$ cat src/source/bridge_pkg.sv
package bridge_pkg;

    // Eight APB peripherals behind the bridge
    localparam int apb_dev_count = 8;

    // Region index sits in address bits 15:13, 8 KB per region
    localparam int dev_idx_lsb = 13;

    // Region to device number
    localparam logic [2:0] dev_map [apb_dev_count] = '{
        3'd0, 3'd3, 3'd4, 3'd5, 3'd1, 3'd2, 3'd6, 3'd7
    };

    typedef enum logic [1:0] {
        OKAY   = 2'b00,
        SLVERR = 2'b10
    } axi_resp_e;

    typedef enum logic [2:0] {
        WR_IDLE = 3'd0,  // Waiting for AW and W
        WR_ADDR = 3'd1,  // Have address, need data
        WR_DATA = 3'd2,  // Have data, need address
        WR_WAIT = 3'd3,  // Queued or running on APB
        WR_RESP = 3'd4
    } wr_state_e;

    typedef enum logic [1:0] {
        RD_IDLE = 2'd0,
        RD_WAIT = 2'd1,
        RD_RESP = 2'd2
    } rd_state_e;

    typedef enum logic [1:0] {
        IDLE   = 2'd0,
        SETUP  = 2'd1,
        ACCESS = 2'd2
    } apb_state_e;

endpackage

$ cat src/source/apb_req_if.sv
`timescale 1ns/1ps

interface apb_req_if #(
    parameter int data_width     = 32,
    parameter int apb_addr_width = 20
);

    logic                      req;
    logic                      write;
    logic [apb_addr_width-1:0] addr;
    logic [data_width-1:0]     wdata;
    logic                      done;    // One-cycle pulse at end of ACCESS
    logic [data_width-1:0]     rdata;
    logic                      slverr;

    modport front (
        output req, write, addr, wdata,
        input  done, rdata, slverr
    );

    modport master (
        input  req, write, addr, wdata,
        output done, rdata, slverr
    );

endinterface

$ cat src/source/apb_master.sv
`timescale 1ns/1ps

module apb_master #(
    parameter int data_width     = 32,
    parameter int apb_addr_width = 20
) (
    input  logic                                S_AXI_ACLK,
    input  logic                                S_AXI_ARESETN,
    apb_req_if.master                           req,
    output logic [bridge_pkg::apb_dev_count-1:0] psel,
    output logic                                penable,
    output logic [apb_addr_width-1:0]           paddr,
    output logic                                pwrite,
    output logic [data_width-1:0]               pwdata,
    input  logic [data_width-1:0]               prdata [bridge_pkg::apb_dev_count],
    input  logic [bridge_pkg::apb_dev_count-1:0] pready,
    input  logic [bridge_pkg::apb_dev_count-1:0] pslverr
);

    localparam int sel_w = $clog2(bridge_pkg::apb_dev_count);

    bridge_pkg::apb_state_e state;

    logic [2:0]                           region;
    logic [sel_w-1:0]                     dev_num;
    logic [sel_w-1:0]                     dev_q;   // Device of the running transfer
    logic [bridge_pkg::apb_dev_count-1:0] dev_onehot;

    assign region  = req.addr[bridge_pkg::dev_idx_lsb +: 3];
    assign dev_num = bridge_pkg::dev_map[region];

    always_comb begin
        dev_onehot          = '0;
        dev_onehot[dev_num] = 1'b1;
    end

    // Completion from the addressed device only
    assign req.done   = (state == bridge_pkg::ACCESS) && pready[dev_q];
    assign req.slverr = pslverr[dev_q];
    assign req.rdata  = prdata[dev_q];

    always_ff @(posedge S_AXI_ACLK) begin
        if ((state == bridge_pkg::IDLE) && req.req) begin
            paddr  <= req.addr;
            pwdata <= req.wdata;
        end
    end

    always_ff @(posedge S_AXI_ACLK or negedge S_AXI_ARESETN) begin
        if (!S_AXI_ARESETN) begin
            state   <= bridge_pkg::IDLE;
            psel    <= '0;
            penable <= 1'b0;
            pwrite  <= 1'b0;
            dev_q   <= '0;
        end else begin
            case (state)
                bridge_pkg::IDLE: begin
                    if (req.req) begin
                        psel   <= dev_onehot;
                        pwrite <= req.write;
                        dev_q  <= dev_num;
                        state  <= bridge_pkg::SETUP;
                    end
                end
                bridge_pkg::SETUP: begin
                    penable <= 1'b1;
                    state   <= bridge_pkg::ACCESS;
                end
                bridge_pkg::ACCESS: begin
                    if (pready[dev_q]) begin  // Wait states stretch ACCESS
                        psel    <= '0;
                        penable <= 1'b0;
                        state   <= bridge_pkg::IDLE;
                    end
                end
                default: state <= bridge_pkg::IDLE;
            endcase
        end
    end

endmodule

$ cat src/source/apb_scratch_regs.sv
`timescale 1ns/1ps

module apb_scratch_regs #(
    parameter int data_width     = 32,
    parameter int apb_addr_width = 20,
    parameter int dev_id         = 0,
    parameter int wait_states    = 0
) (
    input  logic                      S_AXI_ACLK,
    input  logic                      S_AXI_ARESETN,
    input  logic                      psel,
    input  logic                      penable,
    input  logic [apb_addr_width-1:0] paddr,
    input  logic                      pwrite,
    input  logic [data_width-1:0]     pwdata,
    output logic [data_width-1:0]     prdata,
    output logic                      pready,
    output logic                      pslverr
);

    localparam int cnt_w = (wait_states > 0) ? $clog2(wait_states + 1) : 1;

    logic [data_width-1:0] regs [3];
    logic [cnt_w-1:0]      wait_cnt;
    logic [bridge_pkg::dev_idx_lsb-3:0] word_off;
    logic                  id_hit;
    logic                  bad_off;
    logic                  err;
    logic                  access;

    assign word_off = paddr[bridge_pkg::dev_idx_lsb-1:2];
    assign id_hit   = (word_off == 3);
    assign bad_off  = (word_off > 3);
    assign err      = bad_off || (pwrite && id_hit);  // Identity is read-only

    assign access  = psel && penable;
    assign pready  = access && (wait_cnt == cnt_w'(wait_states));
    assign pslverr = pready && err;

    always_comb begin
        prdata = '0;
        if (psel && !bad_off) begin
            if (id_hit) prdata = data_width'(dev_id);
            else        prdata = regs[word_off[1:0]];
        end
    end

    always_ff @(posedge S_AXI_ACLK or negedge S_AXI_ARESETN) begin
        if (!S_AXI_ARESETN) begin
            wait_cnt <= '0;
            for (int i = 0; i < 3; i++) regs[i] <= '0;
        end else begin
            if (access && !pready) wait_cnt <= wait_cnt + 1'b1;
            else                   wait_cnt <= '0;
            if (pready && pwrite && !err) regs[word_off[1:0]] <= pwdata;
        end
    end

endmodule

$ cat src/source/axi_apb_subsys.sv
`timescale 1ns/1ps

module axi_apb_subsys #(
    parameter int data_width     = 32,
    parameter int axi_addr_width = 20,
    parameter int apb_addr_width = 20
) (
    input  logic                      S_AXI_ACLK,
    input  logic                      S_AXI_ARESETN,
    input  logic [axi_addr_width-1:0] s_axi_awaddr,
    input  logic                      s_axi_awvalid,
    output logic                      s_axi_awready,
    input  logic [data_width-1:0]     s_axi_wdata,
    input  logic                      s_axi_wvalid,
    output logic                      s_axi_wready,
    output logic [1:0]                s_axi_bresp,
    output logic                      s_axi_bvalid,
    input  logic                      s_axi_bready,
    input  logic [axi_addr_width-1:0] s_axi_araddr,
    input  logic                      s_axi_arvalid,
    output logic                      s_axi_arready,
    output logic [data_width-1:0]     s_axi_rdata,
    output logic [1:0]                s_axi_rresp,
    output logic                      s_axi_rvalid,
    input  logic                      s_axi_rready
);

    localparam int n_dev = bridge_pkg::apb_dev_count;

    logic [n_dev-1:0]          psel;
    logic                      penable;
    logic [apb_addr_width-1:0] paddr;
    logic                      pwrite;
    logic [data_width-1:0]     pwdata;
    logic [data_width-1:0]     prdata [n_dev];
    logic [n_dev-1:0]          pready;
    logic [n_dev-1:0]          pslverr;

    apb_req_if #(
        .data_width     (data_width),
        .apb_addr_width (apb_addr_width)
    ) req_if ();

    axi_lite_front #(
        .data_width     (data_width),
        .axi_addr_width (axi_addr_width),
        .apb_addr_width (apb_addr_width)
    ) front_i (
        .S_AXI_ACLK    (S_AXI_ACLK),
        .S_AXI_ARESETN (S_AXI_ARESETN),
        .s_axi_awaddr  (s_axi_awaddr),
        .s_axi_awvalid (s_axi_awvalid),
        .s_axi_awready (s_axi_awready),
        .s_axi_wdata   (s_axi_wdata),
        .s_axi_wvalid  (s_axi_wvalid),
        .s_axi_wready  (s_axi_wready),
        .s_axi_bresp   (s_axi_bresp),
        .s_axi_bvalid  (s_axi_bvalid),
        .s_axi_bready  (s_axi_bready),
        .s_axi_araddr  (s_axi_araddr),
        .s_axi_arvalid (s_axi_arvalid),
        .s_axi_arready (s_axi_arready),
        .s_axi_rdata   (s_axi_rdata),
        .s_axi_rresp   (s_axi_rresp),
        .s_axi_rvalid  (s_axi_rvalid),
        .s_axi_rready  (s_axi_rready),
        .req           (req_if.front)
    );

    apb_master #(
        .data_width     (data_width),
        .apb_addr_width (apb_addr_width)
    ) master_i (
        .S_AXI_ACLK    (S_AXI_ACLK),
        .S_AXI_ARESETN (S_AXI_ARESETN),
        .req           (req_if.master),
        .psel          (psel),
        .penable       (penable),
        .paddr         (paddr),
        .pwrite        (pwrite),
        .pwdata        (pwdata),
        .prdata        (prdata),
        .pready        (pready),
        .pslverr       (pslverr)
    );

    // Device g sits on psel[g], wait states cycle 0..2
    for (genvar g = 0; g < n_dev; g++) begin : g_dev
        apb_scratch_regs #(
            .data_width     (data_width),
            .apb_addr_width (apb_addr_width),
            .dev_id         (g),
            .wait_states    (g % 3)
        ) regs_i (
            .S_AXI_ACLK    (S_AXI_ACLK),
            .S_AXI_ARESETN (S_AXI_ARESETN),
            .psel          (psel[g]),
            .penable       (penable),
            .paddr         (paddr),
            .pwrite        (pwrite),
            .pwdata        (pwdata),
            .prdata        (prdata[g]),
            .pready        (pready[g]),
            .pslverr       (pslverr[g])
        );
    end

endmodule

$ cat src/source/axi_lite_front.sv
`timescale 1ns/1ps

module axi_lite_front #(
    parameter int data_width     = 32,
    parameter int axi_addr_width = 20,
    parameter int apb_addr_width = 20
) (
    input  logic                      S_AXI_ACLK,
    input  logic                      S_AXI_ARESETN,
    input  logic [axi_addr_width-1:0] s_axi_awaddr,
    input  logic                      s_axi_awvalid,
    output logic                      s_axi_awready,
    input  logic [data_width-1:0]     s_axi_wdata,
    input  logic                      s_axi_wvalid,
    output logic                      s_axi_wready,
    output logic [1:0]                s_axi_bresp,
    output logic                      s_axi_bvalid,
    input  logic                      s_axi_bready,
    input  logic [axi_addr_width-1:0] s_axi_araddr,
    input  logic                      s_axi_arvalid,
    output logic                      s_axi_arready,
    output logic [data_width-1:0]     s_axi_rdata,
    output logic [1:0]                s_axi_rresp,
    output logic                      s_axi_rvalid,
    input  logic                      s_axi_rready,
    apb_req_if.front                  req
);

    bridge_pkg::wr_state_e wr_state;
    bridge_pkg::rd_state_e rd_state;
    bridge_pkg::axi_resp_e apb_resp;

    logic [axi_addr_width-1:0] awaddr_q;
    logic [axi_addr_width-1:0] araddr_q;
    logic [data_width-1:0]     wdata_q;
    logic [axi_addr_width-1:0] wr_addr_now;
    logic [axi_addr_width-1:0] rd_addr_now;
    logic [data_width-1:0]     wr_data_now;

    logic aw_hs;
    logic w_hs;
    logic ar_hs;
    logic wr_owns;
    logic rd_owns;
    logic wr_go;
    logic rd_go;
    logic path_free;
    logic issue;

    assign aw_hs = s_axi_awvalid && s_axi_awready;
    assign w_hs  = s_axi_wvalid && s_axi_wready;
    assign ar_hs = s_axi_arvalid && s_axi_arready;

    // Bypass capture regs so a request can go out on the handshake edge
    assign wr_addr_now = aw_hs ? s_axi_awaddr : awaddr_q;
    assign wr_data_now = w_hs ? s_axi_wdata : wdata_q;
    assign rd_addr_now = ar_hs ? s_axi_araddr : araddr_q;

    assign wr_owns = req.req && req.write;
    assign rd_owns = req.req && !req.write;

    assign wr_go = ((wr_state == bridge_pkg::WR_IDLE) && aw_hs && w_hs)
                || ((wr_state == bridge_pkg::WR_ADDR) && w_hs)
                || ((wr_state == bridge_pkg::WR_DATA) && aw_hs)
                || ((wr_state == bridge_pkg::WR_WAIT) && !wr_owns);
    assign rd_go = ((rd_state == bridge_pkg::RD_IDLE) && ar_hs)
                || ((rd_state == bridge_pkg::RD_WAIT) && !rd_owns);

    assign path_free = !req.req || req.done;
    assign issue     = path_free && (rd_go || wr_go);

    assign apb_resp = req.slverr ? bridge_pkg::SLVERR : bridge_pkg::OKAY;

    always_ff @(posedge S_AXI_ACLK) begin
        if (aw_hs) awaddr_q <= s_axi_awaddr;
        if (w_hs)  wdata_q  <= s_axi_wdata;
        if (ar_hs) araddr_q <= s_axi_araddr;
        if (issue) begin
            req.addr  <= rd_go ? rd_addr_now[apb_addr_width-1:0]
                               : wr_addr_now[apb_addr_width-1:0];
            req.wdata <= wr_data_now;
        end
        if ((rd_state == bridge_pkg::RD_WAIT) && rd_owns && req.done)
            s_axi_rdata <= req.rdata;
    end

    // Read wins a tie
    always_ff @(posedge S_AXI_ACLK or negedge S_AXI_ARESETN) begin
        if (!S_AXI_ARESETN) begin
            req.req   <= 1'b0;
            req.write <= 1'b0;
        end else if (issue) begin
            req.req   <= 1'b1;
            req.write <= !rd_go;
        end else if (req.done) begin
            req.req <= 1'b0;
        end
    end

    always_ff @(posedge S_AXI_ACLK or negedge S_AXI_ARESETN) begin
        if (!S_AXI_ARESETN) begin
            wr_state      <= bridge_pkg::WR_IDLE;
            s_axi_awready <= 1'b0;
            s_axi_wready  <= 1'b0;
            s_axi_bvalid  <= 1'b0;
            s_axi_bresp   <= bridge_pkg::OKAY;
        end else begin
            case (wr_state)
                bridge_pkg::WR_IDLE: begin
                    s_axi_awready <= !aw_hs;
                    s_axi_wready  <= !w_hs;
                    if (aw_hs && w_hs) wr_state <= bridge_pkg::WR_WAIT;
                    else if (aw_hs)    wr_state <= bridge_pkg::WR_ADDR;
                    else if (w_hs)     wr_state <= bridge_pkg::WR_DATA;
                end
                bridge_pkg::WR_ADDR: begin
                    if (w_hs) begin
                        s_axi_wready <= 1'b0;
                        wr_state     <= bridge_pkg::WR_WAIT;
                    end
                end
                bridge_pkg::WR_DATA: begin
                    if (aw_hs) begin
                        s_axi_awready <= 1'b0;
                        wr_state      <= bridge_pkg::WR_WAIT;
                    end
                end
                bridge_pkg::WR_WAIT: begin
                    if (wr_owns && req.done) begin
                        s_axi_bvalid <= 1'b1;
                        s_axi_bresp  <= apb_resp;
                        wr_state     <= bridge_pkg::WR_RESP;
                    end
                end
                bridge_pkg::WR_RESP: begin
                    if (s_axi_bready) begin  // Reopen both channels
                        s_axi_bvalid  <= 1'b0;
                        s_axi_awready <= 1'b1;
                        s_axi_wready  <= 1'b1;
                        wr_state      <= bridge_pkg::WR_IDLE;
                    end
                end
                default: wr_state <= bridge_pkg::WR_IDLE;
            endcase
        end
    end

    always_ff @(posedge S_AXI_ACLK or negedge S_AXI_ARESETN) begin
        if (!S_AXI_ARESETN) begin
            rd_state      <= bridge_pkg::RD_IDLE;
            s_axi_arready <= 1'b0;
            s_axi_rvalid  <= 1'b0;
            s_axi_rresp   <= bridge_pkg::OKAY;
        end else begin
            case (rd_state)
                bridge_pkg::RD_IDLE: begin
                    s_axi_arready <= !ar_hs;
                    if (ar_hs) rd_state <= bridge_pkg::RD_WAIT;
                end
                bridge_pkg::RD_WAIT: begin
                    if (rd_owns && req.done) begin
                        s_axi_rvalid <= 1'b1;
                        s_axi_rresp  <= apb_resp;
                        rd_state     <= bridge_pkg::RD_RESP;
                    end
                end
                bridge_pkg::RD_RESP: begin
                    if (s_axi_rready) begin
                        s_axi_rvalid  <= 1'b0;
                        s_axi_arready <= 1'b1;
                        rd_state      <= bridge_pkg::RD_IDLE;
                    end
                end
                default: rd_state <= bridge_pkg::RD_IDLE;
            endcase
        end
    end

endmodule

$ cat config.mk
export PLATFORM = sky130hd
export DESIGN_NAME = axi_apb_subsys
export DESIGN_NICKNAME = d
export VERILOG_FILES = /design/src/source/bridge_pkg.sv /design/src/source/apb_req_if.sv /design/src/source/apb_master.sv /design/src/source/apb_scratch_regs.sv /design/src/source/axi_apb_subsys.sv /design/src/source/axi_lite_front.sv
export SDC_FILE = /design/constraint.sdc
export NUM_CORES = 1
export LEC_CHECK = 0
export BUFFER_PORTS_ARGS = -buffer_cell sky130_fd_sc_hd__buf_4
export CORE_MARGIN = 2
export CORE_UTILIZATION = 49
export DETAILED_ROUTE_END_ITERATION = 12
export GPL_TIMING_DRIVEN = 0
export PLACE_DENSITY = 0.73
export SYNTH_ARGS = -nofsm -noshare
export SYNTH_HDL_FRONTEND = slang
export SYNTH_SLANG_ARGS = --single-unit
export TNS_END_PERCENT = 50
$ cat constraint.sdc
create_clock -name S_AXI_ACLK -period 4.2 [get_ports S_AXI_ACLK]
set_input_delay 0.42 -clock S_AXI_ACLK [delete_from_list [all_inputs] [get_ports S_AXI_ACLK]]
set_output_delay 0.42 -clock S_AXI_ACLK [all_outputs]
set_load 0.05 [all_outputs]
# Word level (Yosys, flattened, before mapping)
# Memories as Yosys holds them, arrays and structs flattened.
# Index checks and enable logic that the tools add are counted.
[totals]
reg_bits = 1006
romBits = 24
in_bits = 79
output_inout_bits = 41
elab_cells = 337
n_memories = 1
[mem_list]
columns = ["name", "depth", "word_bits", "rd", "rd_clocked_by_memory_dff", "write_ports", "line_no", "text"]
rows = [
  ["(name not given)", 8, 3, 1, 0, 0, "apb_master.sv:30", "assign dev_num = bridge_pkg::dev_map[region];"],
]
[classes]
n_addsub = 8
n_lt_le_gt_ge = 8
eq_ne = 21
muxes = 109
bitwise_logic = 6
reduce_logical = 128
[op_table]
columns = ["cell", "count"]
rows = [
  ["2-to-1 mux 32 bit", 36],
  ["bitwise mux 96 bit", 8],
  ["binary-select mux 32 bit (select 2 bit)", 8],
  ["binary-select mux 32 bit (select 3 bit)", 1],
  ["logical AND 1 bit", 79],
  ["demux 32 bit (select 2 bit)", 1],
  ["2-to-1 mux 20 bit", 2],
  ["2-to-1 mux 3 bit", 9],
  ["2-to-1 mux 1 bit", 20],
  ["zero test 1 bit", 18],
  ["AND reduction 3 bit", 6],
  ["2-to-1 mux 16 bit", 1],
  ["2-to-1 mux 2 bit", 8],
  ["2-to-1 mux 8 bit", 2],
  ["one-hot mux 8 bit (2 select lines)", 1],
  ["one-hot mux 3 bit (5 select lines)", 1],
  ["inequality test 2 bit (second input constant)", 6],
  ["one-hot mux 2 bit (3 select lines)", 2],
  ["AND reduction 2 bit", 6],
  ["nonzero test 2 bit", 6],
  ["equality test 11 x 2 -> 1 bit (second input constant)", 1],
  ["> comparator 11 x 2 -> 1 bit (second input constant)", 1],
  ["equality test 2 bit (second input constant)", 4],
  ["greater-or-equal comparator 4 bit (second input constant)", 2],
  ["other kinds (24)", 51],
]

# Logic depth before layout (Yosys ltp)
# Gate-level depths: netlist (run 1).
[logic_depth]
ltp_word = 10
mapped_depth = 9
mapped_depth_nobuf = 7

# Hierarchy
# A second synthesis (run 1) with hierarchy kept.
[hier_totals]
hier_cells = 3433
area_unflattened_um2 = 48904.4
[modules_own_cells]
columns = ["mod", "instances", "cells_each", "area_each_um2", "seq_area_each_um2"]
rows = [
  ["apb_scratch_regs (g_dev[3].regs_i ...)", 2, 333, 4901.0, 2427.3],
  ["apb_scratch_regs (g_dev[1].regs_i ...)", 2, 364, 4649.5, 2427.3],
  ["axi_lite_front", 1, 322, 5793.1, 4314.1],
  ["apb_scratch_regs (g_dev[5].regs_i)", 1, 366, 5038.6, 2452.4],
  ["apb_scratch_regs (g_dev[7].regs_i)", 1, 362, 4989.8, 2427.3],
  ["apb_scratch_regs (g_dev[2].regs_i)", 1, 367, 4958.5, 2452.4],
  ["apb_scratch_regs (g_dev[0].regs_i)", 1, 365, 4645.7, 2427.3],
  ["apb_master", 1, 257, 4377.9, 1936.9],
]

# Worst setup path before layout (run 1)
# OpenSTA, ideal clock, no wires.
[synth_timing]
kind = "reg2reg"
from = "register g_dev[5].regs_i.wait_cnt[0]"
to = "register front_i.req.addr[10] (enable)"
setup_ps = 465
arrival_time_ps = 4010
required_time_ps = 3735
path_slack_ps = -274
stages_incl_launch_ff = 8
n_path_buf = 0
period_less_slack_ps = 4474
cell_sequence = "dfrtp_1 inv_1 ha_1 nand2_1 mux4_2 mux2_2 or2_2 a21oi_1"
[synth_between]
elab_chain_len = 7
[synth_lines]
columns = ["item", "line_no", "text"]
rows = [
  ["from (decl)", "apb_scratch_regs.sv:24", "logic [cnt_w-1:0] wait_cnt;"],
  ["from (signal assigned)", "apb_scratch_regs.sv:53", "if (access && !pready) wait_cnt <= wait_cnt + 1'b1;"],
  ["equality test 2 bit", "apb_scratch_regs.sv:37", "assign pready = access && (wait_cnt == cnt_w'(wait_states));"],
  ["logical AND 1 bit", "apb_scratch_regs.sv:37", ""],
  ["binary-select mux 1 bit (select 3 bit)", "apb_master.sv:38", "assign req.done = (state == bridge_pkg::ACCESS) && pready[dev_q];"],
  ["2-to-1 mux 1 bit (not written as such)", "apb_master.sv:38", ""],
  ["logical AND 1 bit", "apb_master.sv:38", ""],
  ["logical OR 1 bit", "axi_lite_front.sv:69", "assign path_free = !req.req || req.done;"],
  ["logical AND 1 bit", "axi_lite_front.sv:70", "assign issue = path_free && (rd_go || wr_go);"],
  ["named net front_i.issue", "axi_lite_front.sv:48", "logic issue;"],
  ["to (signal assigned)", "axi_lite_front.sv:79", "req.addr <= rd_go ? rd_addr_now[apb_addr_width-1:0]"],
  ["to (decl)", "apb_req_if.sv:17", "output req, write, addr, wdata,"],
]
# The timed path passes the listed nets, and every way through them passes these cells. The select of a mux whose other input is x is not followed.
# A chain may end at the register's enable or synchronous reset.

# Worst setup path after layout (run 1)
[layout_timing]
from = "register master_i.paddr[2]"
to = "register front_i.s_axi_rdata[31] (data pin)"
[layout_between]
elab_chain_len = 9
word_cells_on_any_way = 55
cone_classes = "1 x order compare; 1 x eq/ne; 43 x mux; 1 x bitwise; 9 x reduce/logical"
[layout_lines]
columns = ["item", "line_no", "text"]
rows = [
  ["from (decl)", "apb_master.sv:12", "output logic [apb_addr_width-1:0] paddr,"],
  ["from (signal assigned)", "apb_master.sv:44", "paddr <= req.addr;"],
  ["branches (longest 6 deep; another with > comparator 11 x 2 -> 1 bit)", "--", ""],
  ["binary-select mux 32 bit (select 3 bit) *", "apb_master.sv:40", "assign req.rdata = prdata[dev_q];"],
  ["2-to-1 mux 32 bit (not written as such) * (2 in a row)", "apb_master.sv:40", ""],
  ["named net front_i.req.rdata[31]", "apb_req_if.sv:18", "input done, rdata, slverr"],
  ["to (signal assigned)", "axi_lite_front.sv:84", "s_axi_rdata <= req.rdata;"],
  ["to (decl)", "axi_lite_front.sv:22", "output logic [data_width-1:0] s_axi_rdata,"],
]
# Mark *: on every way through the listed nets, which the timed path passes. The select of a mux whose other input is x is not followed.

==> impl_metrics.yaml, run 1 <==
status:
  outcome: "finished clean"
timing:
  setup_ws_ps: 78.63
  fin_hold_ws_ps: 25.90
  max_freq_mhz: 242.6
  clock_skew_ps: 23.52
  max_slew_margin: 0.1216
  layout_min_cycle_time_ps: 4121
  slew_violations: 0
  finalSetupViolations: 0
  fin_crit_sh: 0.9813
  rsz0062_at_grt: "no"
  finalHoldViolCount: 0
  worst-slew-pin-transition_ps: 1318
setup_path:
  path_max_fanout: 10
  worstSetupStartpointType: "flip-flop"
  critical_path.cell_chain: "buf_2 -> nor2b_1 -> clkbuf_1 -> clkbuf_1 -> clkbuf_1 -> o2bb2ai_1 -> a22oi_1 -> o22ai_1 -> a221o_1"
  r2r_end: "front_i.s_axi_rdata[31]$_DFFE_PP_"
  crit_type: "flip-flop to flip-flop"
  r2r_slack_ps: 80
  rr_startpoint: "master_i.paddr[2]$_DFFE_PP_"
  crit_buf_inv: 4
  crit_path_max_incr_delay_ps: 830
  path_common_cell: "clkbuf_1"
  critical-path-top-delay-family: "buffers and inverters"
  crit_path_end_kind: "flip-flop"
  worst_ep_required_time_ps: 4650
  cp_slowest_cell: "clkbuf_1"
  reg2reg_depth: 9
  crit_arrival_ps: 4570
route:
  drt_iter0_drc: 2449
  avgViaCountPerCell: 6.035
  drt_wl_total_microns: 122600
  dr.pass1.iters: 6
  drc_errors: 0
  vias: 28210
  wire_per_inst_microns: 26.23
  ant_nets: 0
synthesis:
  synth_top_area_cell: "dfrtp_1"
  synth_cell_types: 58
  yosysSeqAreaShare: 0.5794
  ys_seq_elements: 988
  avgSynthCellArea_sq_um: 13.73
  synthDominantCellAreaShare: 0.4675
  syn_inst: 3147
  synth_edf_count: 121
  synth_top_flop_cell: "dfrtp_1"
  synthTopCellsByArea: "dfrtp_1 47%, mux2_2 22%, edfxtp_1 8.4%"
  synth.yosys.warnings: 0
  synth_area_sq_um: 43200
  synthArstFlopShare: 0.8168
hold_path:
  hp-class: "primary input to flip-flop"
  hold_start: "s_axi_wdata[22]"
  holdPathEnd: "front_i.wdata_q[22]$_DFF_P_"
  hold_depth: 2
finish:
  seq_area_sq_um: 25030
  multi_input_area_sq_um: 16910
  syn2layout_area_growth_pct: 15.36
  n_fill_cell: 7030
  nets: 3516
  drive_above_1_share: 0.3435
place:
  portBuffers: 105
  gp_congestion: 0.8826
  hpwl_microns: 82480
  pre_cts_slack_ps: 278.9
clock_tree:
  htree_levels: 3
  cts_tree: "done"
  ctsLongestPathBuffers: 3
  ctsResizeCount: 0
  clock_latency_ps: 670
  path_clk_slew_ps: 60
  clock_sinks: 988
  cts_root_buffer: "clkbuf_16"
  cts_buffers: 101
global_routing:
  gr-total-overflow: 0
  grt_pass1_vias: 28900
  grt_max_degree: 122
  grt_pass1_wl_microns: 184500
  antenna_found_initial: 3
  track_usage: 0.2720
pwr:
  leakagePower_uw: 0.02322
  ir_drop_mv: 0.5263
  power_density_nw_per_um2: 504.2
floorplanning:
  die_h_microns: 300.9
  initial_utilization: 0.4964
  dieArea_sq_um: 90550
  die_w_microns: 300.9
  num_rows: 108
  core_sq_um: 87020
  io_pins: 120
job:
  cap_viol_max_count: 0
==> cell type report <==
| cell class | instances | share of cell area |
|---|---|---|
| antenna | 2 | 0.0001004 |
| clock inverter | 33 | 0.007558 |
| multi-input combinational | 1862 | 0.3394 |
| inverter | 18 | 0.001356 |
| buffer | 283 | 0.02436 |
| timing repair buffer | 176 | 0.03329 |
| sequential | 988 | 0.5023 |
| clock buffer | 157 | 0.06267 |
| tap | 1155 | 0.02900 |
==> cells in the final DEF, fill, tap and decap left out, drive strengths merged, types with 4 or more instances in the layout <==
cell	count
nor2b	7
a221o	30
nor4	4
mux2i	244
buf	232
clkbuf	323
nand3b	8
o2bb2ai	118
o221ai	5
inv	22
mux2	857
dfrtp	807
a22oi	58
bufinv	7
nor2	146
ha	7
nand2	39
o21ai	23
a21oi	127
a32oi	4
conb	5
nand2b	10
clkinv	20
nor3	6
nand3	12
dfxtp	60
o211ai	5
dlygate4sd3	61
a211oi	5
edfxtp	121
o22ai	97
==> registers in the layout (all words and copies together) (netlist names), 2 cells and up <==
signal / flops
front_i.s_axi_rdata: 32
master_i.state: 2
g_dev.regs_i.wait_cnt: 10
front_i.wdata_q: 32
front_i.req.wdata: 32
front_i.rd_state: 2
g_dev.regs_i.regs: 768
master_i.dev_q: 3
master_i.psel: 8
front_i.awaddr_q: 14
master_i.pwdata: 32
front_i.wr_state: 3
front_i.araddr_q: 14
master_i.paddr: 11
front_i.req.addr: 14
==> report_power, final <==
group	switching, uW	total [uW]	internal, uW
registers	435	10800	10400
clock network	3850	9400	5540
logic	3640	4930	1280
==> stage by stage <==
step	instances	util	setup TNS [ps]	area, sq um	total power, uW
after detailed placement	4421	0.5253	0	45720	15750
after global routing	4672	0.5726	0	49830	25870
after floorplan	3151	-	0	43220	13460
after global placement	4411	0.5223	-5334830	45450	15630
final	4674	0.5726	0	49830	25120
after CTS	4672	0.5726	0	49830	25110
==> per-layer routing <==
| layer | vias up | part of all wire | global-route usage |
|---|---|---|---|
| met4 | 2 | 0.037 | 0.1020 |
| met1 | 14700 | 0.42 | 0.3702 |
| li1 | 12160 | - | - |
| met2 | 1055 | 0.46 | 0.4269 |
| met5 | - | 0.00011 | 0 |
| met3 | 284 | 0.078 | 0.06190 |
==> worst max path at each step <==
stage / from / end / slack, ps / cells past startpoint
global placement: S_AXI_ARESETN / g_dev[5].regs_i.regs[87]$_DFFE_PN0P_ / -6690 / 1
CTS: master_i.paddr[2]$_DFFE_PP_ / front_i.s_axi_rdata[31]$_DFFE_PP_ / 230 / 9
finish: master_i.paddr[2]$_DFFE_PP_ / front_i.s_axi_rdata[31]$_DFFE_PP_ / 80 / 9
floorplan: g_dev[5].regs_i.wait_cnt[0]$_DFF_PN0_ / front_i.req.addr[10]$_DFFE_PP_ / 750 / 7
global route: master_i.paddr[2]$_DFFE_PP_ / front_i.s_axi_rdata[31]$_DFFE_PP_ / 20 / 9
detailed placement: master_i.paddr[2]$_DFFE_PP_ / front_i.s_axi_rdata[31]$_DFFE_PP_ / 280 / 9
==> worst reg2reg max path: stages, from the launching register on <==
cell	delay [ps]
edfxtp_1	330
buf_2	300
nor2b_1	190
clkbuf_1	680
clkbuf_1	550
clkbuf_1	840
o2bb2ai_1	210
a22oi_1	120
o22ai_1	310
a221o_1	370
==> cells by family after synthesis <==
kind of cell / count (synthesis) / synth area share
muxes: 1104 / 0.2816
and+or+nand+nor: 250 / 0.02639
DFF: 988 / 0.5794
other: 1 / 0.00008681
AOI/OAI and AO/OA: 496 / 0.08081
buffers and inverters: 301 / 0.02966
adders and majority gates: 7 / 0.002027
==> Yosys cell counts (5+ instances only) <==
| cell type | n |
|---|---|
| nand3_1 | 12 |
| nor3_1 | 6 |
| o21ai_0 | 23 |
| a221o_1 | 30 |
| mux2i_1 | 244 |
| a21oi_1 | 127 |
| mux2_1 | 19 |
| nor2_1 | 139 |
| dfxtp_1 | 60 |
| nor2b_1 | 7 |
| o221ai_1 | 5 |
| nand3b_1 | 8 |
| buf_2 | 52 |
| ha_1 | 7 |
| buf_1 | 42 |
| o2bb2ai_1 | 118 |
| nor2_2 | 7 |
| clkbuf_1 | 166 |
| o22ai_1 | 97 |
| buf_4 | 23 |
| dfrtp_1 | 807 |
| a22oi_1 | 58 |
| nand2b_1 | 10 |
| o211ai_1 | 5 |
| inv_1 | 18 |
| nand2_1 | 39 |
| edfxtp_1 | 121 |
| mux2_2 | 837 |
==> repair_timing <==
item,in CTS,in global routing
hold endpoints to repair,95,0
buffers inserted,0,0
hold buffers,61,0
No activity file was read; power rests on OpenSTA's default activity.
==> inputs of run 2 (changes only) <==
--- a/config.mk
+++ b/config.mk
@@ -7,10 +7,10 @@
 export LEC_CHECK = 0
 export BUFFER_PORTS_ARGS = -buffer_cell sky130_fd_sc_hd__buf_4
 export CORE_MARGIN = 2
-export CORE_UTILIZATION = 49
+export CORE_UTILIZATION = 56
 export DETAILED_ROUTE_END_ITERATION = 12
 export GPL_TIMING_DRIVEN = 0
-export PLACE_DENSITY = 0.73
+export PLACE_DENSITY = 0.81
 export SYNTH_ARGS = -nofsm -noshare
 export SYNTH_HDL_FRONTEND = slang
 export SYNTH_SLANG_ARGS = --single-unit
==> impl_metrics.yaml, run 2 (synthesized netlist as in run 1, its figures left out) <==
setup_path:
  worst_ep_required_time_ps: 4630
  cp_slowest_cell: "clkbuf_1"
  r2r_end: "front_i.s_axi_rdata[31]$_DFFE_PP_"
  path_common_cell: "clkbuf_1"
  r2r_slack_ps: 100
  crit_path_end_kind: "flip-flop"
  critical_path.cell_chain: "buf_2 -> nor2b_1 -> clkbuf_1 -> clkbuf_1 -> clkbuf_1 -> o2bb2ai_1 -> a22oi_1 -> o22ai_1 -> a221o_1"
  reg2reg_depth: 9
  crit_path_max_incr_delay_ps: 840
  crit_start: "master_i.paddr[2]$_DFFE_PP_"
  crit_arrival_ps: 4530
  crit_type: "flip-flop to flip-flop"
  worstSetupStartpointType: "flip-flop"
  rr_startpoint: "master_i.paddr[2]$_DFFE_PP_"
  crit_end: "front_i.s_axi_rdata[31]$_DFFE_PP_"
  path_max_fanout: 10
floorplanning:
  initial_utilization: 0.5669
  io_pins: 120
  core_sq_um: 76200
  die_w_microns: 281.7
  num_rows: 101
  dieArea_sq_um: 79370
  die_h_microns: 281.7
route:
  vias: 28600
  drc_errors: 0
  drt_iter0_drc: 2845
  ant_nets: 0
  dr.pass1.iters: 6
  avgViaCountPerCell: 6.306
  drt_wl_total_microns: 121300
  wire_per_inst_microns: 26.74
clock_tree:
  htree_levels: 3
  ctsLongestPathBuffers: 3
  path_clk_slew_ps: 60
  clock_latency_ps: 670
  clock_sinks: 988
  cts_tree: "done"
  ctsResizeCount: 0
  cts_root_buffer: "clkbuf_16"
  cts_buffers: 98
finish:
  syn2layout_area_growth_pct: 14.19
  largest_register_ffs: 768
  nets: 3504
  regMostFlops: "g_dev.regs_i.regs"
  layout.cells.non_filler: 4535
  final_cell_mix: "837 x mux2_2, 807 x dfrtp_1, 244 x mux2i_1, 198 x clkbuf_1, 139 x nor2_1"
  final_common_cell: "mux2_2"
  drive_above_1_share: 0.3406
  utilization: 0.6473
global_routing:
  grt_pass1_wl_microns: 183200
  track_usage: 0.3102
  gr-usage-met3: 0.07615
  grt_pass1_vias: 29920
  grt_util_met2: 0.4838
  grt_max_degree: 121
  grt_use_met1: 0.4056
  gr-total-overflow: 0
  antenna_found_initial: 1
  top_usage_layer: "met2"
timing:
  finalHoldViolCount: 0
  max_freq_mhz: 243.8
  layout_min_cycle_time_ps: 4102
  slew_violations: 0
  clock_skew_ps: 19.87
  setup_ws_ps: 97.78
  rsz0062_at_grt: "no"
  finalSetupViolations: 0
  worst-slew-pin-transition_ps: 1354
  fin_crit_sh: 0.9767
  fin_hold_ws_ps: 14.38
  max_slew_margin: 0.09709
status:
  outcome: "finished clean"
place:
  pre_cts_slack_ps: 435.0
  portBuffers: 105
  gp_congestion: 0.9270
  hpwl_microns: 81350
  dpl.cell_count: 4297
pwr:
  ir_drop_mv: 0.4697
  power_density_nw_per_um2: 496.4
  leakagePower_uw: 0.02304
hold_path:
  hp-class: "primary input to flip-flop"
job:
  cap_viol_max_count: 0
==> run 2: changes by cell type in the layout (fill, tap and decap cells not counted) <==
cell / change
clkinv_4: -2
clkbuf_1: +10
buf_16: +3
dlygate4sd3_1: -10
clkinv_1: +1
inv_16: -1
buf_12: -2
clkbuf_8: -10
clkinv_2: +3
clkinv_8: +3
bufinv_16: -3
clkbuf_16: -5
clkinvlp_4: -1
==> run 2: cell type report <==
type / instances / area [sq um]
antenna: 2 / 5.005
fill: 5457 / 26880
buffer: 283 / 1214
sequential: 988 / 25030
inverter: 18 / 67.56
clock inverter: 33 / 309.0
timing repair buffer: 167 / 1602
tap: 1030 / 1289
multi-input combinational: 1862 / 16910
clock buffer: 152 / 2898
==> run 2: per-stage QoR <==
stage | power, uW | cell area, sq um | setup TNS (ps)
final | 24490 | 49320 | 0
after floorplan | 13460 | 43220 | 0
after global placement | 15520 | 45290 | -5208190
after detailed placement | 15680 | 45600 | 0
after CTS | 24360 | 49320 | 0
after global routing | 25140 | 49320 | 0
==> run 2: worst min-delay path by stage <==
stage / from / endpoint / slack, ps / depth (start not counted)
3_3_place_gp: front_i.req.addr[5]$_DFFE_PP_ / master_i.paddr[5]$_DFFE_PP_ / 400 / 0
6_report: s_axi_wdata[30] / front_i.wdata_q[30]$_DFF_P_ / 10 / 2
3_5_place_dp: S_AXI_ARESETN / g_dev[2].regs_i.regs[73]$_DFFE_PN0P_ / 360 / 1
2_1_floorplan: S_AXI_ARESETN / front_i.rd_state[0]$_DFFE_PN0P_ / 120 / 0
4_1_cts: s_axi_wdata[11] / front_i.wdata_q[11]$_DFF_P_ / 0.1 / 2
5_1_grt: s_axi_wdata[30] / front_i.wdata_q[30]$_DFF_P_ / 4 / 2
==> run 2: power breakdown <==
group,switching (uW),internal (uW)
clock,3760,5000
sequential,453,10400
combinational,3610,1290
==> run 2: what timing repair did <==
item                       in CTS  in global routing
buffers inserted                0                  0
setup endpoints to repair       0                  0
hold buffers                   51                  0
hold endpoints to repair       98                  0
==> run 2: metal layers <==
| metal | share of wire | up-vias |
|---|---|---|
| met3 | 0.088 | 357 |
| met5 | 0.000058 | - |
| met4 | 0.052 | 2 |
| met2 | 0.46 | 1325 |
| li1 | - | 12100 |
| met1 | 0.40 | 14810 |
==> run 2: critical path, delay by kind of cell (launching register included) <==
kind	cells	cell delay (ps)
buffers and inverters	4	2260
AOI/OAI and AO/OA	4	1060
DFF	1	330
and+or+nand+nor	1	200
